[config.mk]
export PLATFORM = sky130hd
export DESIGN_NAME = serv_top
export DESIGN_NICKNAME = d
export VERILOG_FILES = /design/src/verilog/serv_pkg.sv /design/src/verilog/serv_alu_if.sv /design/src/verilog/serv_cnt_if.sv /design/src/verilog/serv_alu.sv /design/src/verilog/serv_ctrl.sv /design/src/verilog/serv_decode.sv /design/src/verilog/serv_rf_if.sv /design/src/verilog/serv_state.sv /design/src/verilog/serv_top.sv
export SDC_FILE = /design/constraint.sdc
export NUM_CORES = 1
export LEC_CHECK = 0
export BUFFER_PORTS_ARGS = -buffer_cell sky130_fd_sc_hd__buf_2
export CORE_UTILIZATION = 30
export CTS_CLUSTER_DIAMETER = 120
export CTS_CLUSTER_SIZE = 40
export DETAILED_ROUTE_END_ITERATION = 10
export PLACE_DENSITY_LB_ADDON = 0.08
export SYNTH_ARGS = -nofsm -noshare
export SYNTH_HDL_FRONTEND = slang
export SYNTH_SLANG_ARGS = --single-unit
[constraint.sdc]
create_clock -name i_clk -period 2.4 [get_ports i_clk]
set_clock_uncertainty 0.2 [all_clocks]
set_input_delay 0.12 -clock i_clk [delete_from_list [all_inputs] [get_ports i_clk]]
set_output_delay 0.12 -clock i_clk [all_outputs]
set_load 0.005 [all_outputs]
[src/verilog/serv_pkg.sv]
package serv_pkg;

   // Datapath and register file geometry
   localparam int XLEN       = 32;
   localparam int REG_ADDR_W = 5;
   localparam int CNT_W      = 5;

   localparam logic [XLEN-1:0] RESET_PC = 32'h0000_0000;

   // Major opcodes, instr[6:2]
   typedef enum logic [4:0] {
      OP_IMM = 5'b00100,
      AUIPC  = 5'b00101,
      OP     = 5'b01100,
      LUI    = 5'b01101,
      JAL    = 5'b11011
   } opcode_e;

   // Follows funct3[1:0] of the boolean ops
   typedef enum logic [1:0] {
      BOOL_XOR = 2'b00,
      BOOL_OR  = 2'b10,
      BOOL_AND = 2'b11
   } alu_bool_e;

   typedef enum logic {
      RD_ADD  = 1'b0,
      RD_BOOL = 1'b1
   } alu_rd_sel_e;

   typedef enum logic [1:0] {
      ST_FETCH   = 2'b00,
      ST_RF_REQ  = 2'b01,
      ST_RF_WAIT = 2'b10,
      ST_EXEC    = 2'b11
   } state_e;

endpackage

[src/verilog/serv_alu_if.sv]
`timescale 1ns/1ps

interface serv_alu_if;

   logic                  sub;
   serv_pkg::alu_bool_e   bool_op;
   serv_pkg::alu_rd_sel_e rd_sel;
   logic                  op_b_imm;

   modport decoder (
      output sub, bool_op, rd_sel, op_b_imm
   );

   modport alu (
      input sub, bool_op, rd_sel, op_b_imm
   );

endinterface

[src/verilog/serv_cnt_if.sv]
`timescale 1ns/1ps

interface serv_cnt_if;

   logic cnt_en;
   logic cnt0;
   logic cnt2;
   logic cnt_done;

   modport state (
      output cnt_en, cnt0, cnt2, cnt_done
   );

   modport user (
      input cnt_en, cnt0, cnt2, cnt_done
   );

endinterface

[src/verilog/serv_alu.sv]
`timescale 1ns/1ps

module serv_alu (
   input  logic     i_clk,
   serv_cnt_if.user cnt,
   serv_alu_if.alu  alu,
   input  logic     i_rs1,
   input  logic     i_rs2,
   input  logic     i_imm,
   output logic     o_rd
);

   logic op_b;
   logic op_b_inv;
   logic carry_in;
   logic carry_out;
   logic carry_q;
   logic sum;
   logic bool_rd;

   assign op_b     = alu.op_b_imm ? i_imm : i_rs2;
   assign op_b_inv = op_b ^ alu.sub;

   // Carry of one for two's complement subtraction
   assign carry_in = cnt.cnt0 ? alu.sub : carry_q;

   assign {carry_out, sum} = {1'b0, i_rs1} + {1'b0, op_b_inv} + {1'b0, carry_in};

   always_ff @(posedge i_clk) begin
      if (cnt.cnt_en)
         carry_q <= carry_out;
   end

   always_comb begin
      case (alu.bool_op)
         serv_pkg::BOOL_OR:  bool_rd = i_rs1 | op_b;
         serv_pkg::BOOL_AND: bool_rd = i_rs1 & op_b;
         default:            bool_rd = i_rs1 ^ op_b;
      endcase
   end

   assign o_rd = (alu.rd_sel == serv_pkg::RD_BOOL) ? bool_rd : sum;

   a_ctrl_stable : assert property (@(posedge i_clk)
      (cnt.cnt_en && !cnt.cnt_done) |=>
         $stable({alu.sub, alu.bool_op, alu.rd_sel, alu.op_b_imm}));

endmodule

[src/verilog/serv_ctrl.sv]
`timescale 1ns/1ps

module serv_ctrl (
   input  logic                      i_clk,
   input  logic                      i_rst_n,
   serv_cnt_if.user                  cnt,
   input  logic                      i_imm,
   input  logic                      i_pc_rel,
   input  logic                      i_utype,
   input  logic                      i_jal,
   output logic                      o_rd,
   output logic [serv_pkg::XLEN-1:0] o_ibus_adr
);

   logic [serv_pkg::XLEN-1:0] pc_q;
   logic                      pc_bit;
   logic                      plus4;
   logic                      plus4_cy;
   logic                      plus4_cy_q;
   logic                      pc_imm;
   logic                      pc_imm_cy;
   logic                      pc_imm_cy_q;
   logic                      new_pc;

   assign pc_bit = pc_q[0];

   // PC+4, the 4 enters as a single bit at position 2
   assign {plus4_cy, plus4} = {1'b0, pc_bit} + {1'b0, cnt.cnt2} +
                              {1'b0, plus4_cy_q & !cnt.cnt0};

   // PC+imm, or the plain immediate when not PC relative
   assign {pc_imm_cy, pc_imm} = {1'b0, pc_bit & i_pc_rel} + {1'b0, i_imm} +
                                {1'b0, pc_imm_cy_q & !cnt.cnt0};

   assign new_pc = i_jal ? pc_imm : plus4;
   assign o_rd   = i_utype ? pc_imm : plus4;

   always_ff @(posedge i_clk) begin
      if (cnt.cnt_en) begin
         plus4_cy_q  <= plus4_cy;
         pc_imm_cy_q <= pc_imm_cy;
      end
   end

   // Rotates LSB first, holds the next PC once execute is over
   always_ff @(posedge i_clk) begin
      if (!i_rst_n)
         pc_q <= serv_pkg::RESET_PC;
      else if (cnt.cnt_en)
         pc_q <= {new_pc, pc_q[serv_pkg::XLEN-1:1]};
   end

   assign o_ibus_adr = pc_q;

endmodule

[src/verilog/serv_decode.sv]
`timescale 1ns/1ps

module serv_decode (
   input  logic                            i_clk,
   input  logic [serv_pkg::XLEN-1:0]       i_ibus_rdt,
   input  logic                            i_ibus_ack,
   serv_cnt_if.user                        cnt,
   serv_alu_if.decoder                     alu,
   output logic [serv_pkg::REG_ADDR_W-1:0] o_rs1_addr,
   output logic [serv_pkg::REG_ADDR_W-1:0] o_rs2_addr,
   output logic [serv_pkg::REG_ADDR_W-1:0] o_rd_addr,
   output logic                            o_rd_wr,
   output logic                            o_imm,
   output logic                            o_ctrl_pc_rel,
   output logic                            o_ctrl_utype,
   output logic                            o_ctrl_jal,
   output logic                            o_rd_ctrl_sel
);

   logic [serv_pkg::XLEN-1:0] instr_q;
   logic [serv_pkg::XLEN-1:0] imm_q;
   logic [serv_pkg::XLEN-1:0] imm_dec;
   serv_pkg::opcode_e         rdt_opc;
   serv_pkg::opcode_e         opc;
   logic [2:0]                funct3;
   logic [6:0]                funct7;
   logic                      funct_ok;
   logic                      op_funct7_ok;

   // Immediate format picked from the word still on the bus
   assign rdt_opc = serv_pkg::opcode_e'(i_ibus_rdt[6:2]);

   always_comb begin
      case (rdt_opc)
         serv_pkg::LUI, serv_pkg::AUIPC:
            imm_dec = {i_ibus_rdt[31:12], 12'b0};
         serv_pkg::JAL:
            imm_dec = {{12{i_ibus_rdt[31]}}, i_ibus_rdt[19:12], i_ibus_rdt[20],
                       i_ibus_rdt[30:21], 1'b0};
         default:
            imm_dec = {{20{i_ibus_rdt[31]}}, i_ibus_rdt[31:20]};
      endcase
   end

   always_ff @(posedge i_clk) begin
      if (i_ibus_ack) begin
         instr_q <= i_ibus_rdt;
         imm_q   <= imm_dec;
      end else if (cnt.cnt_en) begin
         imm_q <= {imm_q[serv_pkg::XLEN-1], imm_q[serv_pkg::XLEN-1:1]};
      end
   end

   assign o_imm = imm_q[0];

   assign opc    = serv_pkg::opcode_e'(instr_q[6:2]);
   assign funct3 = instr_q[14:12];
   assign funct7 = instr_q[31:25];

   assign o_rd_addr  = instr_q[11:7];
   assign o_rs1_addr = instr_q[19:15];
   assign o_rs2_addr = instr_q[24:20];

   // ADD/SUB, XOR, OR, AND only, shifts and SLT fall through as no-ops
   assign funct_ok     = (funct3 == 3'b000) || (funct3[2] && (funct3[1:0] != 2'b01));
   assign op_funct7_ok = (funct7 == 7'b0) || ((funct7 == 7'b0100000) && (funct3 == 3'b000));

   assign o_rd_wr = ((opc == serv_pkg::OP) && funct_ok && op_funct7_ok) ||
                    ((opc == serv_pkg::OP_IMM) && funct_ok) ||
                    (opc == serv_pkg::LUI) || (opc == serv_pkg::AUIPC) ||
                    (opc == serv_pkg::JAL);

   assign o_ctrl_pc_rel = (opc == serv_pkg::AUIPC) || (opc == serv_pkg::JAL);
   assign o_ctrl_utype  = (opc == serv_pkg::LUI) || (opc == serv_pkg::AUIPC);
   assign o_ctrl_jal    = (opc == serv_pkg::JAL);
   assign o_rd_ctrl_sel = o_ctrl_utype || o_ctrl_jal;

   assign alu.sub      = (opc == serv_pkg::OP) && instr_q[30];
   assign alu.op_b_imm = (opc == serv_pkg::OP_IMM);
   assign alu.rd_sel   = funct3[2] ? serv_pkg::RD_BOOL : serv_pkg::RD_ADD;

   always_comb begin
      case (funct3[1:0])
         2'b10:   alu.bool_op = serv_pkg::BOOL_OR;
         2'b11:   alu.bool_op = serv_pkg::BOOL_AND;
         default: alu.bool_op = serv_pkg::BOOL_XOR;
      endcase
   end

endmodule

[src/verilog/serv_rf_if.sv]
`timescale 1ns/1ps

module serv_rf_if (
   input  logic                            i_rf_busy,
   input  logic                            i_rd_wr,
   input  logic                            i_rd_ctrl_sel,
   input  logic [serv_pkg::REG_ADDR_W-1:0] i_rd_addr,
   input  logic [serv_pkg::REG_ADDR_W-1:0] i_rs1_addr,
   input  logic [serv_pkg::REG_ADDR_W-1:0] i_rs2_addr,
   input  logic                            i_alu_rd,
   input  logic                            i_ctrl_rd,
   output logic [serv_pkg::REG_ADDR_W-1:0] o_wreg0,
   output logic                            o_wen0,
   output logic                            o_wdata0,
   output logic [serv_pkg::REG_ADDR_W-1:0] o_rreg0,
   output logic [serv_pkg::REG_ADDR_W-1:0] o_rreg1
);

   // x0 is never written
   assign o_wen0 = i_rf_busy && i_rd_wr && (|i_rd_addr);

   // LUI, AUIPC and JAL take their result from ctrl
   assign o_wdata0 = i_rd_ctrl_sel ? i_ctrl_rd : i_alu_rd;

   assign o_wreg0 = i_rd_addr;
   assign o_rreg0 = i_rs1_addr;
   assign o_rreg1 = i_rs2_addr;

endmodule

[src/verilog/serv_state.sv]
`timescale 1ns/1ps

module serv_state (
   input  logic     i_clk,
   input  logic     i_rst_n,
   input  logic     i_ibus_ack,
   input  logic     i_rf_ready,
   output logic     o_ibus_cyc,
   output logic     o_rf_rreq,
   output logic     o_rf_busy,
   serv_cnt_if.state cnt
);

   serv_pkg::state_e           state_q;
   logic [serv_pkg::CNT_W-1:0] cnt_q;

   assign cnt.cnt_en   = (state_q == serv_pkg::ST_EXEC);
   assign cnt.cnt0     = cnt.cnt_en && (cnt_q == 5'd0);
   assign cnt.cnt2     = cnt.cnt_en && (cnt_q == 5'd2);
   assign cnt.cnt_done = cnt.cnt_en && (&cnt_q);

   assign o_rf_rreq = (state_q == serv_pkg::ST_RF_REQ);
   assign o_rf_busy = cnt.cnt_en;

   always_ff @(posedge i_clk) begin
      if (!i_rst_n) begin
         state_q <= serv_pkg::ST_FETCH;
         cnt_q   <= '0;
      end else begin
         case (state_q)
            serv_pkg::ST_FETCH: begin
               if (o_ibus_cyc && i_ibus_ack)
                  state_q <= serv_pkg::ST_RF_REQ;
            end
            // Ready may already come with the request
            serv_pkg::ST_RF_REQ: begin
               state_q <= i_rf_ready ? serv_pkg::ST_EXEC : serv_pkg::ST_RF_WAIT;
            end
            serv_pkg::ST_RF_WAIT: begin
               if (i_rf_ready)
                  state_q <= serv_pkg::ST_EXEC;
            end
            default: begin
               if (cnt.cnt_done)
                  state_q <= serv_pkg::ST_FETCH;
            end
         endcase
         // Wraps back to zero after bit 31
         if (cnt.cnt_en)
            cnt_q <= cnt_q + 1'b1;
      end
   end

   // Bus request raised again straight after the last execute bit
   always_ff @(posedge i_clk) begin
      if (!i_rst_n)
         o_ibus_cyc <= 1'b0;
      else if (o_ibus_cyc && i_ibus_ack)
         o_ibus_cyc <= 1'b0;
      else if (cnt.cnt_done || state_q == serv_pkg::ST_FETCH)
         o_ibus_cyc <= 1'b1;
   end

   a_rreq_not_exec : assert property (@(posedge i_clk) disable iff (!i_rst_n)
      o_rf_rreq |-> (!cnt.cnt_en && !o_ibus_cyc));

   a_done_ends_exec : assert property (@(posedge i_clk) disable iff (!i_rst_n)
      cnt.cnt_done |-> cnt.cnt_en ##1 (!cnt.cnt_en && o_ibus_cyc));

endmodule

[src/verilog/serv_top.sv]
`timescale 1ns/1ps

module serv_top (
   input  logic                            i_clk,
   input  logic                            i_rst_n,
   // Instruction bus
   output logic [serv_pkg::XLEN-1:0]       o_ibus_adr,
   output logic                            o_ibus_cyc,
   input  logic [serv_pkg::XLEN-1:0]       i_ibus_rdt,
   input  logic                            i_ibus_ack,
   // Register file
   output logic                            o_rf_rreq,
   input  logic                            i_rf_ready,
   output logic [serv_pkg::REG_ADDR_W-1:0] o_rreg0,
   output logic [serv_pkg::REG_ADDR_W-1:0] o_rreg1,
   input  logic                            i_rdata0,
   input  logic                            i_rdata1,
   output logic [serv_pkg::REG_ADDR_W-1:0] o_wreg0,
   output logic                            o_wen0,
   output logic                            o_wdata0
);

   logic                            rf_busy;
   logic [serv_pkg::REG_ADDR_W-1:0] rs1_addr;
   logic [serv_pkg::REG_ADDR_W-1:0] rs2_addr;
   logic [serv_pkg::REG_ADDR_W-1:0] rd_addr;
   logic                            rd_wr;
   logic                            rd_ctrl_sel;
   logic                            imm;
   logic                            pc_rel;
   logic                            utype;
   logic                            jal;
   logic                            alu_rd;
   logic                            ctrl_rd;

   serv_cnt_if cnt_bus ();
   serv_alu_if alu_bus ();

   serv_state state (
      .i_clk      (i_clk),
      .i_rst_n    (i_rst_n),
      .i_ibus_ack (i_ibus_ack),
      .i_rf_ready (i_rf_ready),
      .o_ibus_cyc (o_ibus_cyc),
      .o_rf_rreq  (o_rf_rreq),
      .o_rf_busy  (rf_busy),
      .cnt        (cnt_bus)
   );

   serv_decode decode (
      .i_clk         (i_clk),
      .i_ibus_rdt    (i_ibus_rdt),
      .i_ibus_ack    (i_ibus_ack),
      .cnt           (cnt_bus),
      .alu           (alu_bus),
      .o_rs1_addr    (rs1_addr),
      .o_rs2_addr    (rs2_addr),
      .o_rd_addr     (rd_addr),
      .o_rd_wr       (rd_wr),
      .o_imm         (imm),
      .o_ctrl_pc_rel (pc_rel),
      .o_ctrl_utype  (utype),
      .o_ctrl_jal    (jal),
      .o_rd_ctrl_sel (rd_ctrl_sel)
   );

   serv_alu alu (
      .i_clk (i_clk),
      .cnt   (cnt_bus),
      .alu   (alu_bus),
      .i_rs1 (i_rdata0),
      .i_rs2 (i_rdata1),
      .i_imm (imm),
      .o_rd  (alu_rd)
   );

   serv_ctrl ctrl (
      .i_clk      (i_clk),
      .i_rst_n    (i_rst_n),
      .cnt        (cnt_bus),
      .i_imm      (imm),
      .i_pc_rel   (pc_rel),
      .i_utype    (utype),
      .i_jal      (jal),
      .o_rd       (ctrl_rd),
      .o_ibus_adr (o_ibus_adr)
   );

   serv_rf_if rf_if (
      .i_rf_busy     (rf_busy),
      .i_rd_wr       (rd_wr),
      .i_rd_ctrl_sel (rd_ctrl_sel),
      .i_rd_addr     (rd_addr),
      .i_rs1_addr    (rs1_addr),
      .i_rs2_addr    (rs2_addr),
      .i_alu_rd      (alu_rd),
      .i_ctrl_rd     (ctrl_rd),
      .o_wreg0       (o_wreg0),
      .o_wen0        (o_wen0),
      .o_wdata0      (o_wdata0),
      .o_rreg0       (o_rreg0),
      .o_rreg1       (o_rreg1)
   );

endmodule
After elaboration in Yosys (flattened, before gate mapping)
Cells that the tools add are included.
- $mul: 0
- $lt $le $gt $ge: 0
- multiplexer cells: 17
- equality and inequality tests: 20
- add/subtract/negate cells: 7
- reduce and logical (&&, ||, !) cells: 34
- div/mod/pow operators: 0
- shifts and indexed selects: 0
- bitwise logic cells: 8
- operators with widths (operator ; count):
    $pmux W31 S2 ; 1
    $mux W32 ; 1
    $mux W31 ; 1
    $eq A5 B3 Y1 const B ; 3
    $eq A5 B4 Y1 const B ; 3
    $eq A2 B2 Y1 const B ; 6
    $logic_and A1 B1 Y1 ; 12
    $eq A5 B5 Y1 const B ; 2
    $logic_or A1 B1 Y1 ; 10
    $mux W1 ; 8
    $eq A7 B6 Y1 const B ; 1
    $logic_not A7 Y1 ; 1
    $add A1 B1 Y2 ; 3
    $add A2 B1 Y2 ; 3
    $mux W2 ; 3
    $pmux W2 S3 ; 1
    $add A5 B1 Y5 const B ; 1
    $eq A5 B2 Y1 const B ; 1
    $logic_not A5 Y1 ; 1
    $reduce_and A5 Y1 ; 1
    $reduce_or A5 Y1 ; 1
    $and A1 B1 Y1 ; 4
    $ne A2 B1 Y1 const B ; 2
    $pmux W2 S2 ; 1
    other kinds (13) ; 15
- bits in registers: 107
- memory bits (writable): 0
- latch bits: 0
- memories kept: 0
- memory bits (read-only): 0
- output and inout bits: 51
- logic and storage cells: 96
- input bits: 38

Longest topological paths before layout
Gate-level depths: netlist of run 1.
- word-level depth: 11
- gate-level depth with buffers: 10
- mapped depth without buffers: 9

Hierarchy
A second synthesis of run 1 with hierarchy kept.
- cells, all modules: 374
- area total of the unflattened synthesis: 4832.1 µm²
- by module, submodules not included (module ; times used ; area an instance (µm²) ; cells each ; seq. area each (µm²)):
    serv_decode ; 1 ; 2612.5 ; 173 ; 1861.8
    serv_ctrl ; 1 ; 1388.8 ; 116 ; 700.7
    serv_state ; 1 ; 546.8 ; 53 ; 160.2
    serv_alu ; 1 ; 143.9 ; 14 ; 30.0
    serv_rf_if ; 1 ; 140.1 ; 18 ; 0.0

Least setup slack after synthesis of run 1
No wires, ideal clock.
- path type: register -> output
- from: register state.state_q[0]
- to: output port o_wdata0
- required time: 2.080 ns
- path slack: -0.159 ns
- stages on the path, launching flop included: 11
- arrival: 2.239 ns
- cells stage by stage: dfxtp_1 > ha_1 > buf_4 > nor4b_2 > nand2_1 > nor2_1 > a32o_1 > fa_1 > nor2_1 > a211o_1 > a2bb2oi_1
- cells in the longest elaborated chain, start to end: 7
- elaborated cells on any way between the ends: 14
- RTL lines (element ; RTL line ; RTL):
    from (decl) ; serv_state.sv:14 ; serv_pkg::state_e state_q;
    from (signal assigned) ; serv_state.sv:27 ; state_q <= serv_pkg::ST_FETCH;
    from (signal assigned) ; serv_state.sv:33 ; state_q <= serv_pkg::ST_RF_REQ;
    from (signal assigned) ; serv_state.sv:37 ; state_q <= i_rf_ready ? serv_pkg::ST_EXEC : serv_pkg::ST_RF_WAIT;
    $eq A2 B2 Y1 * ; serv_state.sv:17 ; assign cnt.cnt_en = (state_q == serv_pkg::ST_EXEC);
    $logic_and A1 B1 Y1 ; serv_state.sv:18 ; assign cnt.cnt0 = cnt.cnt_en && (cnt_q == 5'd0);
    $logic_not A1 Y1 ; serv_ctrl.sv:29, serv_ctrl.sv:33 ;
    $and A1 B1 Y1, on equally long branches ; serv_ctrl.sv:29, serv_ctrl.sv:33 ;
    $add A2 B1 Y2, on equally long branches ; serv_ctrl.sv:28, serv_ctrl.sv:32 ;
    $mux W1 ; serv_ctrl.sv:36 ; assign o_rd = i_utype ? pc_imm : plus4;
    $mux W1 * ; serv_rf_if.sv:23 ; assign o_wdata0 = i_rd_ctrl_sel ? i_ctrl_rd : i_alu_rd;
    to (decl) ; serv_top.sv:20 ; output logic o_wdata0
Every way passes the cells marked *; elsewhere a longest branch is shown, timed or not.

Final worst setup path of run 1
- from: register decode.instr_q[3] in the netlist's numbering
- to: output port o_wdata0
- cells in the longest elaborated chain, start to end: 7
- elaborated cells on any way between the ends: 24
- RTL lines (element ; RTL line ; RTL):
    from (decl) ; serv_decode.sv:20 ; logic [serv_pkg::XLEN-1:0] instr_q;
    from (signal assigned) ; serv_decode.sv:47 ; instr_q <= i_ibus_rdt;
    $eq A5 B3 Y1 (tied with other cells) ; serv_decode.sv:79 ; assign alu.op_b_imm = (opc == serv_pkg::OP_IMM);
    $mux W1 (tied with other cells) ; serv_alu.sv:21 ; assign op_b = alu.op_b_imm ? i_imm : i_rs2;
    $xor A1 B1 Y1 or $and A1 B1 Y1 (tied branches) ; serv_alu.sv:22, serv_ctrl.sv:32 ;
    $add A1 B1 Y2, on equally long branches ; serv_alu.sv:27, serv_ctrl.sv:32 ;
    $add A2 B1 Y2, on equally long branches ; serv_alu.sv:27, serv_ctrl.sv:32 ;
    $mux W1, on equally long branches ; serv_alu.sv:42, serv_ctrl.sv:36 ;
    $mux W1 * ; serv_rf_if.sv:23 ;
Marks and branches as above.

==> results.txt, run 1 <==
The number of endpoints failing setup at the final stage came out at 1. The run finished, with violations left. The die boundary width is 127 microns.

The final reports fail on DRC, setup timing. The worst hold path belongs to the class primary input to flop. The count of input and output buffers came out at 86. After layout, the worst setup slack is -0.425 ns. The most crowded layer after global routing is met2. After synthesis the netlist holds a flip-flop and latch count of 105. Clock tree synthesis found a total of 105 sinks. The die area is 16000 sq um. The sum of net half-perimeters after detailed placement is 6190 microns. After detailed routing, the total wire length is 9500 microns. The worst slack on hold paths came out at 0.0104 ns. STA classifies the critical path endpoint as an output pin. The slew of the pin with the lowest slew margin is 0.577 ns. The maximum VDD drop came out at 0.000367 V.

The core utilization of the finished layout came out at 39.4%. The critical path in this run is classified as flop to output pin. The clock transition at the register clock pins on the worst setup and hold paths after CTS came out at 0.08 ns. STA classifies the critical path startpoint as a flop. The total internal power came out at 3.16 mW. Counting every net in the synthesized netlist gives 444. The aggregate global-route resource usage came out at 12.6%.

Synthesis produced 393 cells. The number of placement rows came out at 45. The peak fanout along the critical path came out at 6. For this run, asynchronously set or reset flops after synthesis account for 0%.

The starting density of the core came out at 30.6%. The data required time of the critical path is 2.08 ns. The count of synthesis-stage warnings from yosys is 0. Setup repair after global routing could not meet its margin everywhere. The number of antenna violations at the first check in global routing came out at 0. The relative contribution of the clock network to total power is 36.6%. The final clock period utilization by the worst path is 118%. The net switching component of the power is 1.05 mW. Counting the fill cells in the layout gives 1519. The final net count is 556.

The longest clock path from root to sink contains 2 buffers. The met1 routing resource usage after global routing is 15.1%. The signed area change from the synthesized netlist to the final layout is 28.6%. Each instance of the synthesized netlist takes up on average 11.9 sq um. The setup slack on the worst flop-to-flop path came out at 0.16 ns.

Summing internal, switching and leakage power gives 4.21 mW. The part of the total power dissipated in combinational logic came out at 13.3%. The power per cell area is 703 nW/um^2. The data arrival time at the worst-slack endpoint came out at 2.50 ns. The met2 track utilization from global routing came out at 21.3%.

Timing analysis after detailed placement gives a worst setup slack of -0.111 ns. The synthesized design contains 65 enable-type register cells. The detailed-router iteration count before antenna repair came out at 7. Among all flip-flop cells after synthesis, the most frequent one is edfxtp_1.

The switching portion of total power came out at 24.9%. TritonCTS built the clock tree. The placeable core region is 15200 sq um. For this run, design rule violations remaining after detail routing come to 2. The die outline height is 127 microns. The share of the Yosys chip area taken by registers is 59.1%. The leftover overflow at the end of global routing came out at 0.

The count of antenna-violating nets left after detailed routing is 0. The via count of the first global-routing pass was 3139. The maximum clock frequency came out at 354 MHz.

The via count normalized by instance count came out at 4.55. The level count of the clock H-tree is 3. Clock latency on the worst-skew pair, taken at its later pin, is 0.36 ns.

Entering global routing, the biggest net connects 78 pins. After layout, the minimum clock period comes to 2.82 ns. In the final layout, the share of cells above drive strength 1 is 27.6%. The via count of the routed design came out at 3174. The number of hold violations in the final report is 0.

The met3 capacity usage during global routing came out at 3.29%. The number of DRC violations after detailed-routing iteration 0 is 132. The placer congestion estimate came out at 0.690.

The count of pins over their slew limit is 0. The leakage power came out at 2.35 nW. In the final routed layout, each cell accounts on average for 13.6 microns. The count of cell types in the netlist is 47. The number of CTS-inserted buffers is 9. The share of power burned in registers came out at 50.0%. In this run the tightest slew margin relative to its limit is 61.5%. The mapped netlist covers 4660 sq um. The global-route wire length before repair came out at 15700 microns. The total of max-cap violations is 0.

The cell sitting at the root of the clock tree is a clkbuf_16. The number of diodes added for antenna fixing is 0. Pin placement for this block handled 89 I/O pins.
==> cells in the mapped netlist (2+ instances only) <==
| cell type | number | share of area (%) |
|---|---|---|
| clkbuf_1 | 7 | 0.56 |
| nand2b_1 | 4 | 0.54 |
| fa_1 | 3 | 1.3 |
| nand2_1 | 25 | 2.0 |
| a211oi_1 | 3 | 0.48 |
| buf_2 | 8 | 0.86 |
| o21ai_0 | 5 | 0.54 |
| nor2_1 | 20 | 1.6 |
| nand3_1 | 3 | 0.32 |
| nor2b_1 | 36 | 4.8 |
| buf_4 | 18 | 2.9 |
| buf_1 | 2 | 0.16 |
| inv_1 | 28 | 2.3 |
| mux2i_1 | 37 | 8.0 |
| a211o_1 | 2 | 0.38 |
| a31oi_1 | 2 | 0.27 |
| o221ai_1 | 8 | 1.5 |
| dfxtp_1 | 40 | 17 |
| o22ai_1 | 10 | 1.3 |
| a21oi_1 | 25 | 2.7 |
| edfxtp_1 | 65 | 42 |
| nand4_1 | 2 | 0.27 |
| and2_1 | 6 | 0.81 |
| xnor2_1 | 2 | 0.38 |
| ha_1 | 10 | 2.7 |
==> final timing paths <==
kind	depth (start not counted)	to	from
worst max-delay path	8	o_wdata0	decode.instr_q[3]
worst min-delay path	2	alu.carry_q	i_rdata0
worst max register to register	11	ctrl.o_ibus_adr[31]	decode.instr_q[3]
worst min register to register	2	state.o_ibus_cyc	state.o_ibus_cyc
==> worst max-delay path, cell delays in order, from the launching register on <==
cell	delay [ns]
edfxtp_1	0.43
nor2_2	0.15
nand3b_1	0.20
a221o_1	0.38
fa_1	0.48
nor2_1	0.04
a211o_1	0.24
a2bb2oi_2	0.11
buf_2	0.14
==> area by class of cell <==
class	instances	area [sq um]	share of cell area, %
inverters	28	105	1.75
clock buffers	9	225	3.76
flip-flops and latches	105	2760	46.0
repair buffers	136	918	15.3
multi-input cells	225	1660	27.8
clock inverters	7	88.8	1.48
well taps	188	235	3.93
==> per-stage QoR <==
step	cells	instance area [sq um]	TNS, ns
global placement	647	5290	-0.0683
global route	698	5990	-0.541
floorplan	393	4690	0
finish	698	5990	-0.425
detailed placement	647	5290	-0.111
CTS	697	5940	-0.565
==> repair_timing <==
item,4_1_cts,5_1_grt
pin swaps,6,3
gates resized for setup,5,10
setup buffers,3,1
hold buffers,31,0
hold endpoints to repair,68,0
endpoints found under the setup margin,2,3
==> cells in the final DEF, fill, tap and decap left out, types with 18 or more instances in the layout <==
| master | count |
|---|---|
| inv_1 | 28 |
| a21oi_1 | 25 |
| buf_2 | 85 |
| dlygate4sd3_1 | 31 |
| nor2_1 | 18 |
| nand2_1 | 24 |
| nor2b_1 | 36 |
| mux2i_1 | 37 |
| edfxtp_1 | 65 |
| dfxtp_1 | 38 |
==> state kept, by name, summed over array words and instances (netlist names) <==
name              cells
ctrl.pc_imm_cy_q      1
state.o_ibus_cyc      1
ctrl.o_ibus_adr      32
alu.carry_q           1
decode.imm_q         32
ctrl.plus4_cy_q       1
state.state_q         2
decode.instr_q       30
state.cnt_q           5
==> metal layers <==
layer	vias to the layer above	routed length, microns
li1	1592	-
met1	1514	4370
met2	56	4610
met3	12	340
met4	0	176
met5	-	0
==> kinds of logic (layout without fill, tap and decap cells) <==
family,after synthesis,after routing,share of synthesized area [%]
XOR/XNOR,3,3,0.564
adder cells (fa/ha/maj),13,13,3.98
flip-flops,105,105,59.1
multiplexers,38,38,8.19
AND/OR/NAND/NOR,108,108,12.5
AO/OA/AOI/OAI,63,63,8.92
buffers and inverters,63,180,6.74
==> power by group through the flow <==
stage	clock network [mW]	registers, mW	logic, mW
6_report	1.54	2.11	0.562
5_1_grt	1.67	2.12	0.635
4_1_cts	1.62	2.11	0.566
3_5_place_dp	0	2.15	0.519
3_3_place_gp	0	2.14	0.513
2_1_floorplan	0	2.14	0.352
No activity file was read; power rests on OpenSTA's default activity.
==> run 2, diff against run 1 <==
--- a/config.mk
+++ b/config.mk
@@ -11,6 +11,7 @@
 export CTS_CLUSTER_SIZE = 40
 export DETAILED_ROUTE_END_ITERATION = 10
 export PLACE_DENSITY_LB_ADDON = 0.08
+export SKIP_LAST_GASP = 1
 export SYNTH_ARGS = -nofsm -noshare
 export SYNTH_HDL_FRONTEND = slang
 export SYNTH_SLANG_ARGS = --single-unit
==> results.txt, run 2 (same netlist as run 1, synthesis figures left out) <==
In this run the standard cell core region covers 15200 sq um. TritonCTS built the clock tree. The filler cell count came out at 1519.

The tool flagged a number of max-cap violations equal to 0. The placer congestion estimate came out at 0.690. The insertion delay to the later sink of the worst-skew pair came out at 0.36 ns. Adding up every negative setup slack in the final design gives -0.426 ns. The clock sink count is 105. The number of placement rows came out at 45. The worst slack on hold paths came out at 0.00115 ns. The die boundary width is 127 microns. The highest metal layer carrying signal wires in the routed design is met4. The number of endpoints failing setup at the final stage is 1.

The die is 127 microns tall. The number of CTS-inserted buffers is 9. The slew of the pin with the lowest slew margin is 0.583 ns.

The number of hold violations in the final report is 0. In this run the clock root is driven by a clkbuf_16. The relative slew slack is 61.2%. The sum of buffers and inverters on the critical path came out at 1. The maximum buffer depth of the clock tree is 2. The worst register-to-register path begins at decode.instr_q[5]. The leftover overflow at the end of global routing is 0. The level count of the clock H-tree is 3. The worst hold path belongs to the class primary input to flop. The number of DRC violations after detailed-routing iteration 0 is 140. The maximum VDD drop is 0.000367 V.

The count of antenna-violating nets left after detailed routing is 0. The final clock period utilization by the worst path is 118%. The first global-routing pass estimated 15700 microns of wire.

The floorplan step defined a die boundary enclosing 16000 sq um. The most frequent standard cell in the layout excluding fill and tap cells is buf_2. STA puts the critical path data required time at 2.08 ns.

The worst hold path startpoint is i_rdata0. In this run the worst path has a maximum fanout of 6. The clock transition at the register clock pins on the worst setup and hold paths after CTS is 0.08 ns. The time the worst path needs with I/O delays and setup came out at 2.83 ns. The aggregate global-route resource usage is 12.6%.

The run finished, with violations left. The final reports fail on DRC, setup timing. In this run the count of I/O pins placed on the die edge is 89.

The pin count of the biggest net entering global routing is 78. The detailed-router iteration count before antenna repair is 7. The sum of net half-perimeters after detailed placement is 6190 microns. The number of antenna violations at the first check in global routing is 0.

The kind of end point of the critical path is an output pin. The count of pins over their slew limit is 0. Setup repair after global routing could not meet its margin everywhere. The count of input and output buffers is 86. The detailed-route wire length is 9490 microns. The signed area change from the synthesized netlist to the final layout came out at 28.6%. Timing would allow up to 354 MHz. The via count normalized by instance count is 4.53. The non-filler instance count after layout came out at 698. Summed over all cells, the static leakage comes to 2.34 nW.

After detailed routing, the average wire length per cell comes to 13.6 microns. The met1 layer wirelength in the final routing came out at 4350 microns. The via count of the first global-routing pass came out at 3135. Once routing completed, OpenROAD measured the worst setup slack at -0.426 ns. The placed instance count came out at 647.

The critical path class is flop to output pin. The wire length on met3 is 341 microns. The final net count is 556. On the critical path the largest part of the delay comes from compound AO/OA/AOI/OAI gates. For this run, design rule violations remaining after detail routing come to 2. The critical path goes through nor2_2 -> nand3b_1 -> a221o_1 -> fa_1 -> nor2_1 -> a211o_1 -> a2bb2oi_2 -> buf_2. For this run, the slowest stage of the critical path takes 0.48 ns. The number of diodes added for antenna fixing is 0.

The starting density of the core came out at 30.6%. In this run the worst setup path begins at decode.instr_q[3]. In the layout the commonest cells are 85 x buf_2, 65 x edfxtp_1, 38 x dfxtp_1, 37 x mux2i_1, 36 x nor2b_1. The data arrival time at the worst-slack endpoint came out at 2.51 ns.

The total length of routed met2 wires is 4620 microns. The setup slack on the worst flop-to-flop path came out at 0.16 ns. In the final layout, the share of cells above drive strength 1 is 27.5%. The core utilization of the finished layout is 39.4%.

In this run the power density over the cells is 703 nW/um^2. The category of the worst setup path launch point is a flop. The slowest stage of the critical path belongs to the cell fa_1. The via count of the routed design is 3164.
-- run 2: changes by cell type in the layout (fill, tap and decap cells not counted) --
cell / previous run / this run
or2_1: 0 / 1
or2_4: 1 / 0
-- run 2: through the flow --
step	power, mW	instance area, sq um	setup slack (ns)
final	4.21	5990	-0.426
after global placement	2.66	5290	-0.0683
after floorplan	2.49	4690	0.0142
after CTS	4.30	5940	-0.436
after detailed placement	2.66	5290	-0.111
after global routing	4.42	5990	-0.541
-- run 2: final timing paths --
check                        end  cells after the start
max                     o_wdata0                      8
min                  alu.carry_q                      2
max reg2reg  ctrl.o_ibus_adr[31]                      8
min reg2reg     state.o_ibus_cyc                      2
-- run 2: per-layer routing --
layer  GRT usage, %  up-vias
met1           15.1     1503
li1               -     1590
met2           21.3       59
met3           3.29       12
met4           5.53        0
met5              0        -
-- run 2: where the power goes --
group	internal [mW]	total, mW	switching [mW]	leakage, nW
Combinational	0.277	0.561	0.284	1.24
Sequential	2.05	2.11	0.0523	0.958
Clock	0.831	1.54	0.710	0.150
-- run 2: what timing repair did --
item                                    in CTS  in global routing
endpoints found under the setup margin       2                  3
endpoints found under the hold margin       68                  0
setup buffers                                3                  1
gates cloned                                 0                  0
pin swaps                                    6                  3
hold buffers                                31                  0
resized for setup                            4                 10
-- run 2: worst reg2reg max path: cells and delay by family, from the launching register on --
family          cells  cell delay [ns]
fa+ha+maj           1             0.48
mux                 1             0.16
buf+inv             1             0.06
compound gates      2             0.16
simple gates        3             0.54
flops               1             0.53
-- run 2: layout make-up --
| cell class | count | area (sq um) | area share [%] |
|---|---|---|---|
| inverter | 28 | 105 | 1.75 |
| clock buffer | 9 | 225 | 3.76 |
| sequential | 105 | 2760 | 46.0 |
| clock inverter | 7 | 88.8 | 1.48 |
| multi-input combinational | 225 | 1660 | 27.7 |
| tap | 188 | 235 | 3.93 |
| timing repair buffer | 136 | 918 | 15.3 |
